`src/hdl/rv_pkg.sv`:
```
package rv_pkg;

    localparam int xlen = 32;
    localparam int reg_addr_w = 5;
    localparam int reg_count = 1 << reg_addr_w;
    localparam logic [xlen-1:0] reset_pc = 32'h8000_0000;

    // One-hot sequencing states
    typedef enum logic [5:0] {
        INIT      = 6'b000001,
        FETCH     = 6'b000010,
        WAIT_INST = 6'b000100,
        DECODE    = 6'b001000,
        EXECUTE   = 6'b010000,
        WRITEBACK = 6'b100000
    } state_e;

    // Major opcodes, encoded as in the ISA
    typedef enum logic [6:0] {
        OP      = 7'b0110011,
        OP_IMM  = 7'b0010011,
        LUI     = 7'b0110111,
        AUIPC   = 7'b0010111,
        JAL     = 7'b1101111,
        JALR    = 7'b1100111,
        BRANCH  = 7'b1100011,
        ILLEGAL = 7'b0000000
    } opcode_e;

    typedef enum logic [3:0] {
        ADD, SUB, SLT, SLTU, XOR, OR, AND, SLL, SRL, SRA
    } alu_op_e;

    typedef enum logic {SRC_A_REG, SRC_A_PC} src_a_e;
    typedef enum logic {SRC_B_REG, SRC_B_IMM} src_b_e;
    typedef enum logic [1:0] {WB_ALU, WB_IMM, WB_PC4} wb_sel_e;

    typedef struct packed {
        opcode_e                opcode;
        logic [reg_addr_w-1:0]  rd;
        logic [reg_addr_w-1:0]  rs1;
        logic [reg_addr_w-1:0]  rs2;
        logic [2:0]             funct3;
        logic                   funct7_b5;
        logic [xlen-1:0]        imm;
    } decoded_t;

    typedef struct packed {
        src_a_e  src_a;
        src_b_e  src_b;
        alu_op_e alu_op;
        logic    ir_write;
        logic    pc_update;
        logic    reg_write;
    } ctrl_t;

    typedef struct packed {
        logic [xlen-1:0] pc;
        logic            valid;
    } inst_req_t;

    typedef struct packed {
        logic [xlen-1:0] instruction;
        logic            valid;
    } inst_rsp_t;

    typedef struct packed {
        logic                  valid;
        logic                  wen;
        logic [reg_addr_w-1:0] waddr;
        logic [xlen-1:0]       wdata;
        logic [xlen-1:0]       pc;
    } retire_t;

endpackage

```
`src/hdl/rv_regfile.sv`:
```
module rv_regfile import rv_pkg::*; (
    input  logic                  clk,
    input  logic                  rst,
    input  logic [reg_addr_w-1:0] raddr1,
    input  logic [reg_addr_w-1:0] raddr2,
    input  logic                  wen,
    input  logic [reg_addr_w-1:0] waddr,
    input  logic [xlen-1:0]       wdata,
    output logic [xlen-1:0]       rdata1,
    output logic [xlen-1:0]       rdata2
);

    logic [xlen-1:0] regs [reg_count];

    always_ff @(posedge clk) begin
        if (rst) begin
            for (int i = 0; i < reg_count; i++) begin
                regs[i] <= '0;
            end
        end else if (wen && waddr != '0) begin
            regs[waddr] <= wdata;
        end
    end

    // x0 reads as zero
    assign rdata1 = (raddr1 == '0) ? '0 : regs[raddr1];
    assign rdata2 = (raddr2 == '0) ? '0 : regs[raddr2];

endmodule

```
`src/hdl/rv_fetch.sv`:
```
module rv_fetch import rv_pkg::*; (
    input  logic            clk,
    input  logic            rst,
    input  ctrl_t           ctrl,
    input  logic [xlen-1:0] instruction,
    input  logic            take_target,
    input  logic [xlen-1:0] target,
    output logic [xlen-1:0] pc,
    output logic [xlen-1:0] pc_plus4,
    output logic [xlen-1:0] ir,
    output logic [xlen-1:0] retire_pc
);

    // Program counter, moves once per instruction at the end of EXECUTE
    always_ff @(posedge clk) begin
        if (rst) begin
            pc <= reset_pc;
        end else if (ctrl.pc_update) begin
            pc <= take_target ? target : pc_plus4;
        end
    end

    // Instruction register and the address it came from
    always_ff @(posedge clk) begin
        if (ctrl.ir_write) begin
            ir        <= instruction;
            retire_pc <= pc;
        end
    end

    // Based on the held address so the link value survives the PC update
    // into WRITEBACK
    assign pc_plus4 = retire_pc + xlen'(4);

endmodule

```
`src/hdl/rv_decode.sv`:
```
module rv_decode import rv_pkg::*; (
    input  logic [xlen-1:0] ir,
    output decoded_t        dec
);

    opcode_e         opcode;
    logic [xlen-1:0] imm_i;
    logic [xlen-1:0] imm_u;
    logic [xlen-1:0] imm_b;
    logic [xlen-1:0] imm_j;

    // Only the kept major opcodes pass through
    always_comb begin
        case (ir[6:0])
            OP, OP_IMM, LUI, AUIPC, JAL, JALR, BRANCH: opcode = opcode_e'(ir[6:0]);
            default: opcode = ILLEGAL;
        endcase
    end

    assign imm_i = {{20{ir[31]}}, ir[31:20]};
    assign imm_u = {ir[31:12], 12'b0};
    assign imm_b = {{20{ir[31]}}, ir[7], ir[30:25], ir[11:8], 1'b0};
    assign imm_j = {{12{ir[31]}}, ir[19:12], ir[20], ir[30:21], 1'b0};

    always_comb begin
        dec.opcode    = opcode;
        dec.rs1       = ir[19:15];
        dec.rs2       = ir[24:20];
        dec.funct3    = ir[14:12];
        dec.funct7_b5 = ir[30];
        // B-type has no destination, bits 11:7 are immediate there
        if (opcode == BRANCH || opcode == ILLEGAL) begin
            dec.rd = '0;
        end else begin
            dec.rd = ir[11:7];
        end
        case (opcode)
            OP_IMM, JALR: dec.imm = imm_i;
            LUI, AUIPC:   dec.imm = imm_u;
            BRANCH:       dec.imm = imm_b;
            JAL:          dec.imm = imm_j;
            default:      dec.imm = '0;
        endcase
    end

endmodule

```
`src/hdl/rv_control.sv`:
```
module rv_control import rv_pkg::*; (
    input  logic     clk,
    input  logic     rst,
    input  decoded_t dec,
    input  logic     inst_req_ready,
    input  logic     inst_rsp_valid,
    output logic     inst_req_valid,
    output logic     inst_ready,
    output ctrl_t    ctrl,
    output logic     retire_valid
);

    state_e  state;
    state_e  state_next;
    alu_op_e exec_op;

    always_ff @(posedge clk) begin
        if (rst) begin
            state <= INIT;
        end else begin
            state <= state_next;
        end
    end

    always_comb begin
        case (state)
            INIT:      state_next = FETCH;
            FETCH:     state_next = inst_req_ready ? WAIT_INST : FETCH;
            WAIT_INST: state_next = inst_rsp_valid ? DECODE : WAIT_INST;
            DECODE:    state_next = EXECUTE;
            // Branches have nothing to write and finish here
            EXECUTE:   state_next = (dec.opcode == BRANCH) ? FETCH : WRITEBACK;
            WRITEBACK: state_next = FETCH;
            default:   state_next = INIT;
        endcase
    end

    // ALU function from funct3 with funct7 bit 5 picking SUB and SRA
    always_comb begin
        case (dec.funct3)
            3'b000:  exec_op = (dec.opcode == OP && dec.funct7_b5) ? SUB : ADD;
            3'b001:  exec_op = SLL;
            3'b010:  exec_op = SLT;
            3'b011:  exec_op = SLTU;
            3'b100:  exec_op = XOR;
            3'b101:  exec_op = dec.funct7_b5 ? SRA : SRL;
            3'b110:  exec_op = OR;
            default: exec_op = AND;
        endcase
        if (dec.opcode == BRANCH) begin
            // Equality tests look at a zero difference
            case (dec.funct3[2:1])
                2'b10:   exec_op = SLT;
                2'b11:   exec_op = SLTU;
                default: exec_op = SUB;
            endcase
        end else if (dec.opcode != OP && dec.opcode != OP_IMM) begin
            // AUIPC and the jumps only add
            exec_op = ADD;
        end
    end

    always_comb begin
        ctrl.src_a     = SRC_A_REG;
        ctrl.src_b     = SRC_B_REG;
        ctrl.alu_op    = ADD;
        ctrl.ir_write  = (state == WAIT_INST) && inst_rsp_valid;
        ctrl.pc_update = (state == EXECUTE);
        ctrl.reg_write = (state == WRITEBACK) && (dec.opcode != ILLEGAL);
        if (state == EXECUTE) begin
            ctrl.alu_op = exec_op;
            ctrl.src_a  = (dec.opcode == AUIPC) ? SRC_A_PC : SRC_A_REG;
            if (dec.opcode == OP_IMM || dec.opcode == AUIPC) begin
                ctrl.src_b = SRC_B_IMM;
            end
        end
    end

    assign inst_req_valid = (state == FETCH);
    assign inst_ready     = (state == WAIT_INST);
    assign retire_valid   = (state == WRITEBACK) ||
                            ((state == EXECUTE) && (dec.opcode == BRANCH));

endmodule

```
`src/hdl/rv_execute.sv`:
```
module rv_execute import rv_pkg::*; (
    input  logic            clk,
    input  logic            rst,
    input  decoded_t        dec,
    input  ctrl_t           ctrl,
    input  logic [xlen-1:0] rs1_data,
    input  logic [xlen-1:0] rs2_data,
    input  logic [xlen-1:0] pc,
    input  logic [xlen-1:0] pc_plus4,
    output logic            take_target,
    output logic [xlen-1:0] target,
    output logic [xlen-1:0] wb_data
);

    logic [xlen-1:0] op_a;
    logic [xlen-1:0] op_b;
    logic [4:0]      shamt;
    logic [xlen-1:0] alu_res;
    logic [xlen-1:0] result_q;
    logic            branch_taken;
    wb_sel_e         wb_sel;

    assign op_a  = (ctrl.src_a == SRC_A_PC) ? pc : rs1_data;
    assign op_b  = (ctrl.src_b == SRC_B_IMM) ? dec.imm : rs2_data;
    assign shamt = op_b[4:0];

    always_comb begin
        case (ctrl.alu_op)
            ADD:     alu_res = op_a + op_b;
            SUB:     alu_res = op_a - op_b;
            SLT:     alu_res = {{(xlen-1){1'b0}}, $signed(op_a) < $signed(op_b)};
            SLTU:    alu_res = {{(xlen-1){1'b0}}, op_a < op_b};
            XOR:     alu_res = op_a ^ op_b;
            OR:      alu_res = op_a | op_b;
            AND:     alu_res = op_a & op_b;
            SLL:     alu_res = op_a << shamt;
            SRL:     alu_res = op_a >> shamt;
            SRA:     alu_res = $unsigned($signed(op_a) >>> shamt);
            default: alu_res = '0;
        endcase
    end

    always_ff @(posedge clk) begin
        if (rst) begin
            result_q <= '0;
        end else if (ctrl.pc_update) begin
            result_q <= alu_res;
        end
    end

    // funct3 bit 2 picks a less-than test over equality, bit 0 inverts it
    assign branch_taken = dec.funct3[2] ? (alu_res[0] ^ dec.funct3[0])
                                        : ((alu_res == '0) ^ dec.funct3[0]);

    assign take_target = (dec.opcode == JAL) || (dec.opcode == JALR) ||
                         ((dec.opcode == BRANCH) && branch_taken);

    always_comb begin
        if (dec.opcode == JALR) begin
            target = (rs1_data + dec.imm) & ~xlen'(1);
        end else begin
            target = pc + dec.imm;
        end
    end

    always_comb begin
        case (dec.opcode)
            LUI:       wb_sel = WB_IMM;
            JAL, JALR: wb_sel = WB_PC4;
            default:   wb_sel = WB_ALU;
        endcase
    end

    // Zero when nothing is written back, as seen on the retire port
    always_comb begin
        if (!ctrl.reg_write) begin
            wb_data = '0;
        end else begin
            case (wb_sel)
                WB_IMM:  wb_data = dec.imm;
                WB_PC4:  wb_data = pc_plus4;
                default: wb_data = result_q;
            endcase
        end
    end

endmodule

```
`src/hdl/rv_core.sv`:
```
module rv_core import rv_pkg::*; (
    input  logic      clk,
    input  logic      rst,
    output inst_req_t inst_req,
    input  logic      inst_req_ready,
    input  inst_rsp_t inst_rsp,
    output logic      inst_ready,
    output retire_t   retire
);

    ctrl_t           ctrl;
    decoded_t        dec;
    logic [xlen-1:0] pc;
    logic [xlen-1:0] pc_plus4;
    logic [xlen-1:0] ir;
    logic [xlen-1:0] retire_pc;
    logic [xlen-1:0] target;
    logic [xlen-1:0] wb_data;
    logic [xlen-1:0] rs1_data;
    logic [xlen-1:0] rs2_data;
    logic            take_target;
    logic            inst_req_valid;
    logic            retire_valid;

    rv_fetch u_fetch (
        .clk(clk), .rst(rst), .ctrl(ctrl), .instruction(inst_rsp.instruction),
        .take_target(take_target), .target(target),
        .pc(pc), .pc_plus4(pc_plus4), .ir(ir), .retire_pc(retire_pc)
    );

    rv_decode u_decode (.ir(ir), .dec(dec));

    rv_control u_control (
        .clk(clk), .rst(rst), .dec(dec), .inst_req_ready(inst_req_ready),
        .inst_rsp_valid(inst_rsp.valid), .inst_req_valid(inst_req_valid),
        .inst_ready(inst_ready), .ctrl(ctrl), .retire_valid(retire_valid)
    );

    rv_execute u_execute (
        .clk(clk), .rst(rst), .dec(dec), .ctrl(ctrl), .rs1_data(rs1_data),
        .rs2_data(rs2_data), .pc(pc), .pc_plus4(pc_plus4),
        .take_target(take_target), .target(target), .wb_data(wb_data)
    );

    rv_regfile u_regfile (
        .clk(clk), .rst(rst), .raddr1(dec.rs1), .raddr2(dec.rs2),
        .wen(ctrl.reg_write), .waddr(dec.rd), .wdata(wb_data),
        .rdata1(rs1_data), .rdata2(rs2_data)
    );

    assign inst_req = '{pc: pc, valid: inst_req_valid};

    assign retire = '{valid: retire_valid, wen: ctrl.reg_write, waddr: dec.rd,
                      wdata: wb_data, pc: retire_pc};

endmodule

```
`config.mk`:
```
export PLATFORM = sky130hd
export DESIGN_NAME = rv_core
export DESIGN_NICKNAME = d
export VERILOG_FILES = /design/src/hdl/rv_pkg.sv /design/src/hdl/rv_regfile.sv /design/src/hdl/rv_fetch.sv /design/src/hdl/rv_decode.sv /design/src/hdl/rv_control.sv /design/src/hdl/rv_execute.sv /design/src/hdl/rv_core.sv
export SDC_FILE = /design/constraint.sdc
export NUM_CORES = 2
export LEC_CHECK = 0
export BUFFER_PORTS_ARGS = -buffer_cell sky130_fd_sc_hd__clkbuf_2
export CORE_UTILIZATION = 50
export CTS_CLUSTER_SIZE = 8
export DETAILED_ROUTE_END_ITERATION = 8
export PLACE_DENSITY = 0.66
export SLEW_MARGIN = 25
export SYNTH_ARGS = -nofsm -noshare
export SYNTH_HDL_FRONTEND = slang
export SYNTH_SLANG_ARGS = --single-unit
```
`constraint.sdc`:
```
create_clock -name clk -period 9.8 [get_ports clk]
set_clock_uncertainty 0.1 [all_clocks]
set_input_delay 0 -clock clk [delete_from_list [all_inputs] [get_ports clk]]
set_output_delay 0 -clock clk [all_outputs]
set_load 0.03 [all_outputs]
```
==> Yosys cells after proc, flatten, opt, wreduce, memory -nomap -nowiden <==
Memory sizes are Yosys's and may differ from the RTL's. A register that Yosys moved wholly into a read port is not among the register bits.
Index checks and enable logic that the tools add are counted.
{ "word_totals": {"regBits": 134, "ram_bits": 1024, "n_memories": 1} }
{ "op_classes": {"n_addsub": 5, "magnitude_cmp": 2, "n_eq_ne": 41, "n_shift": 3, "muxes": 37, "bitwise": 5, "n_reduce_logical": 26} }
{ "mem_list": {"columns": ["memory", "words", "width", "rd", "rd_ports_with_merged_regs", "wr", "line_no", "source"], "rows": [
  ["u_regfile.regs", 32, 32, 2, 2, 32, "rv_regfile.sv:13", "logic [xlen-1:0] regs [reg_count];"]
]} }
{ "ops": {"columns": ["cell", "count"], "rows": [
  ["case mux 32 bit (10 select lines)", 1],
  ["two-way mux 32 bit", 8],
  ["case mux 32 bit (4 select lines)", 1],
  ["adder 32 bit", 3],
  ["< comparator 32 bit", 2],
  ["case mux 32 bit (2 select lines)", 1],
  ["equality test 7 bit (second input constant)", 6],
  ["adder 32 x 3 -> 32 bit (second input constant)", 1],
  ["bitwise AND 32 bit", 1],
  ["zero test 32 bit", 1],
  ["bitwise OR 32 bit", 1],
  ["OR reduction 32 bit", 1],
  ["left shift 32 x 5 -> 32 bit", 1],
  [">> shifter 32 x 5 -> 32 bit", 1],
  [">>> shifter 32 x 5 -> 32 bit", 1],
  ["subtractor 32 bit", 1],
  ["bitwise XOR 32 bit", 1],
  ["case mux 6 bit (5 select lines)", 1],
  ["equality test 7 x 5 -> 1 bit (second input constant)", 4],
  ["equality test 7 x 6 -> 1 bit (second input constant)", 4],
  ["case mux 4 bit (7 select lines)", 1],
  ["two-way mux 5 bit", 4],
  ["equality test 4 x 3 -> 1 bit (second input constant)", 4],
  ["two-way mux 4 bit", 3],
  ["other kinds (32)", 66]
]} }

==> Longest topological paths before layout <==
{ "logic_depth": {"word_depth": 19, "mapped_depth": 31, "ltp_nobuf": 27} }

==> By module <==
Synthesis repeated with hierarchy kept, for this count alone.
{ "hier_totals": {"cells_unflattened": 6280, "hier_area_um2": 74939.4} }
{ "modules_own_cells": {"columns": ["mod", "instances", "cells_per_inst", "area_per_inst_um2", "seq_area_each_um2"], "rows": [
  ["rv_regfile", 1, 3502, 54253.3, 30749.5],
  ["rv_execute", 1, 2308, 15563.7, 640.6],
  ["rv_fetch", 1, 309, 3902.5, 2562.5],
  ["rv_decode", 1, 93, 665.6, 0.0],
  ["rv_control", 1, 66, 539.3, 120.1],
  ["rv_core", 1, 2, 15.0, 0.0]
]} }

==> Least setup slack after synthesis <==
Ideal clock, no wire load.
{ "synth_timing": {"path_type": "register to register", "from": "reg with a tool-made name", "to": "reg u_fetch.pc[18]", "setup_ns": 0.122, "t_arrival_ns": 7.209, "setup_slack_ns": 2.369, "stages_incl_launch_ff": 28, "path_buffers": 7, "period_less_slack_ns": 7.431, "cell_sequence": "dfxtp_1 -> buf_6 -> buf_6 -> buf_1 -> clkbuf_1 -> buf_1 -> mux4_2 -> mux4_2 -> mux2i_1 -> o21ai_0 -> ha_1 -> clkbuf_1 -> nor4_1 -> nand3_1 -> a2111o_1 -> nand3_1 -> and2_1 -> a31o_2 -> o2111ai_1 -> a21oi_1 -> mux2_2 -> a211o_1 -> nor3_1 -> and4bb_1 -> mux2i_1 -> buf_2 -> nor3_1 -> a221o_1"} }
{ "synth_lines": {"columns": ["item", "line_no", "source"], "rows": [
  ["to (signal assigned)", "rv_fetch.sv:17", "pc <= reset_pc;"],
  ["to (signal assigned)", "rv_fetch.sv:19", "pc <= take_target ? target : pc_plus4;"],
  ["to (decl)", "rv_fetch.sv:8", "output logic [xlen-1:0] pc,"]
]} }

==> impl_metrics.ini <==
[power]
p_leak_nw = 29.10
sw_frac_of_total = 0.2513
peakVddDrop_mv = 0.1721
p_per_area_nw_per_um2 = 151.1
clock_power_share = 0.431
power_switching_mw = 3.077
internal_power_mw = 9.165
p_comb_frac = 0.095
p_seq_frac = 0.474

[clock_tree]
cts_sinks = 1168
root_buffer = clkbuf_16
numCtsBuffers = 165
cts_tree = built
clkLatencyLatePin_ns = 0.84
ctsResizeCount = 0
cts.clk_slew.worst_paths_ns = 0.07
cts.path.max_buffers = 3
h-tree-depth = 4

[floorplanning]
fp.dieW_um = 383.3
fp.dieH_um = 383.3
initial_core_util = 0.5049
die_area_um2 = 146900
row_count = 139
io_pins = 141
core_region_area_um2 = 144000

[timing]
final-setup-viol-count = 0
min_period_over_period = 0.9576
fin_setup_tns_ns = 0
max_slew_margin = 0.1794
finalHoldViolations = 0
period_needed_ns = 9.384
worst_pin_slew_ns = 1.231
fmax_mhz = 106.6
drv_slew = 0
rsz0062_at_grt = false

[synth]
async_flop_share = 0
synth_edf_count = 1088
ys_warn_count = 0
netlist_area_um2 = 72700
avgSynthCellArea_um2 = 11.02
synth_cell_types = 105
synth_flop_cell = edfxtp_1
synth.largest_area_cell = edfxtp_1
ys_seq_area_frac = 0.4714
synth_cells = 6597
synth_area_leaders = edfxtp_1 (45%), mux4_2 (11%), mux2i_1 (8.0%)
synth.top_cell.area_share = 0.4494
synth_seq_cells = 1168

[finish]
nNetsFinal = 6889
finalNonFillerCells = 8628
area_delta_synth_final_pct = 11.46
drive_gt1_frac = 0.1639

[worst_setup_path]
path_delay_family = compound AO/OA/AOI/OAI gates
crit_type = reg -> reg
cp_num_buf_inv = 6
ff2ff_path_depth = 27
slowest_delay_ns = 0.79
cp-start-kind = register
worstSetupPathDepth = 27
worstPathArrival_ns = 9.95
cp_max_fo = 45
required_ns = 10.37
crit_path_end_kind = register
worst_path_max_delay_cell = dfxtp_4

[place]
port_buffers = 140
dp.cells = 8352
gp_congestion = 1.101
dp_hpwl_um = 217100

[drt]
wl_um = 318700
final_antenna_net_count = 0
vias = 61580
drcViolationCount = 42
initialDrtViolationCount = 10352
drt_pre_antenna_iters = 9
vias_per_cell = 7.137
wire_per_inst_um = 36.93

[global_route]
grt_pass1_vias = 57639
antenna_found_initial = 19
grt_util_all_layers = 0.4270
grt_max_degree = 75
gr-total-overflow = 0
grt_pass1_wl_um = 440700

[min_path]
hold_class = in -> reg
whs_path_depth = 4

[run]
max_cap_viol_count = 0

[status]
failed_checks = design-rule violations
outcome = finished, violations left
## final cells by class
type	instances	area, µm²
flip-flops and latches	1168	34300
multi-input cells	4732	35660
clock inverters	15	327.8
inverters	156	598.1
well taps	1903	2381
fillers	12207	62970
clock buffers	189	4270
diodes	3	7.507
repair buffers	462	3497
## layout by cell type (no fill, tap or decap), drive strengths merged, types with 19 or more instances in the layout
master,n
nor2,1277
edfxtp,1088
mux2i,588
nand2,520
mux4,375
clkbuf,328
a21oi,289
a22oi,280
buf,254
o21ai,218
ha,164
inv,154
nor3,94
nand3,89
dfxtp,80
xnor2,78
a211oi,71
dlygate4sd3,69
o211ai,54
a21o,47
or4,38
conb,32
xor2,30
o22ai,30
and3,29
a31oi,27
nand2b,27
a221oi,24
or3,24
and2,21
nor4,20
a221o,19
o21bai,19
## layer usage
| metal | global-route usage | wire length (µm) | up-vias | part of all wire |
|---|---|---|---|---|
| met2 | 0.6152 | 134700 | 5211 | 0.42 |
| met4 | 0.2334 | 20570 | 14 | 0.065 |
| met3 | 0.1444 | 46830 | 1020 | 0.15 |
| met5 | 0 | 100 | - | 0.00031 |
| met1 | 0.5662 | 116500 | 30548 | 0.37 |
| li1 | - | - | 24787 | - |
## sequential cells by signal (all words and copies together) (netlist names), named ones only
signal	count
u_control.state	6
u_execute.result_q	32
u_fetch.ir	32
u_fetch.pc	32
u_fetch.retire_pc	32
u_regfile.regs	1024
## Yosys cell counts, types with 21 or more instances
| cell | n |
|---|---|
| or3_1 | 23 |
| dfxtp_1 | 80 |
| nor2_1 | 1272 |
| nand2b_1 | 27 |
| and2_1 | 21 |
| o21ai_0 | 179 |
| buf_2 | 81 |
| edfxtp_1 | 1088 |
| nand2_1 | 517 |
| mux4_2 | 368 |
| o211ai_1 | 54 |
| a221oi_1 | 24 |
| o21ai_1 | 24 |
| a21o_1 | 47 |
| ha_1 | 164 |
| inv_1 | 149 |
| mux2i_1 | 584 |
| nand3_1 | 89 |
| or4_1 | 37 |
| a31oi_1 | 27 |
| a211oi_1 | 70 |
| and3_1 | 29 |
| buf_1 | 131 |
| buf_4 | 38 |
| nor3_1 | 94 |
| a22oi_1 | 279 |
| a21oi_1 | 289 |
| o22ai_1 | 29 |
| clkbuf_1 | 293 |
| xor2_1 | 30 |
| buf_6 | 26 |
| xnor2_1 | 78 |
## worst min-delay path, stage by stage
cell and delay, ns:
dlygate4sd3_1 0.56, clkbuf_2 0.16, nand2_1 0.07, nand2_1 0.12
## power groups by stage
stage / Combinational [mW] / Sequential, mW / Clock [mW]
6_report: 1.16 / 5.81 / 5.27
5_1_grt: 1.19 / 5.82 / 5.47
4_1_cts: 1.11 / 5.80 / 5.28
3_5_place_dp: 1.09 / 5.89 / 0
3_3_place_gp: 1.09 / 5.88 / 0
2_1_floorplan: 0.668 / 5.84 / 0
## through the flow
stage | setup WS, ns | hold WS, ns | area [µm²] | total power [mW] | util
6_report | 0.4158 | 0.1208 | 81030 | 12.24 | 0.5627
4_1_cts | 0.6377 | 0.06203 | 81020 | 12.19 | 0.5626
3_3_place_gp | 0.6397 | 0.07732 | 75720 | 6.965 | 0.5258
2_1_floorplan | 2.369 | -0.001131 | 72820 | 6.511 | -
5_1_grt | 0.2408 | 0.1048 | 81030 | 12.48 | 0.5627
3_5_place_dp | 0.7554 | 0.07870 | 75730 | 6.976 | 0.5259
## timing repair
item,in CTS,in global routing
hold buffers,69,0
buffers inserted,0,0
endpoints found under the hold margin,91,0
## worst paths after layout
| kind | from | endpoint | slack, ns |
|---|---|---|---|
| hold / removal | inst_rsp[22] | register | 0.12 |
| hold reg to reg | u_execute.result_q[31]$_SDFFE_PP0N_ | u_execute.result_q[31]$_SDFFE_PP0N_ | 0.36 |
| setup reg to reg | register | u_fetch.pc[24]$_SDFFE_PP0N_ | 0.42 |
| setup / recovery | register | u_fetch.pc[24]$_SDFFE_PP0N_ | 0.42 |
## logic make-up (layout without fill, tap and decap cells)
| kind of cell | Yosys count | in the layout | synth area share |
|---|---|---|---|
| mux | 971 | 971 | 0.1992 |
| simple gates | 2217 | 2217 | 0.1285 |
| xor+xnor | 108 | 108 | 0.01301 |
| other cells | 1 | 35 | 0.00005158 |
| flops | 1168 | 1168 | 0.4714 |
| fa+ha+maj | 168 | 168 | 0.02932 |
| compound gates | 1236 | 1236 | 0.1142 |
| buf+inv | 728 | 822 | 0.04426 |
Power figures use the tool's default switching activity.
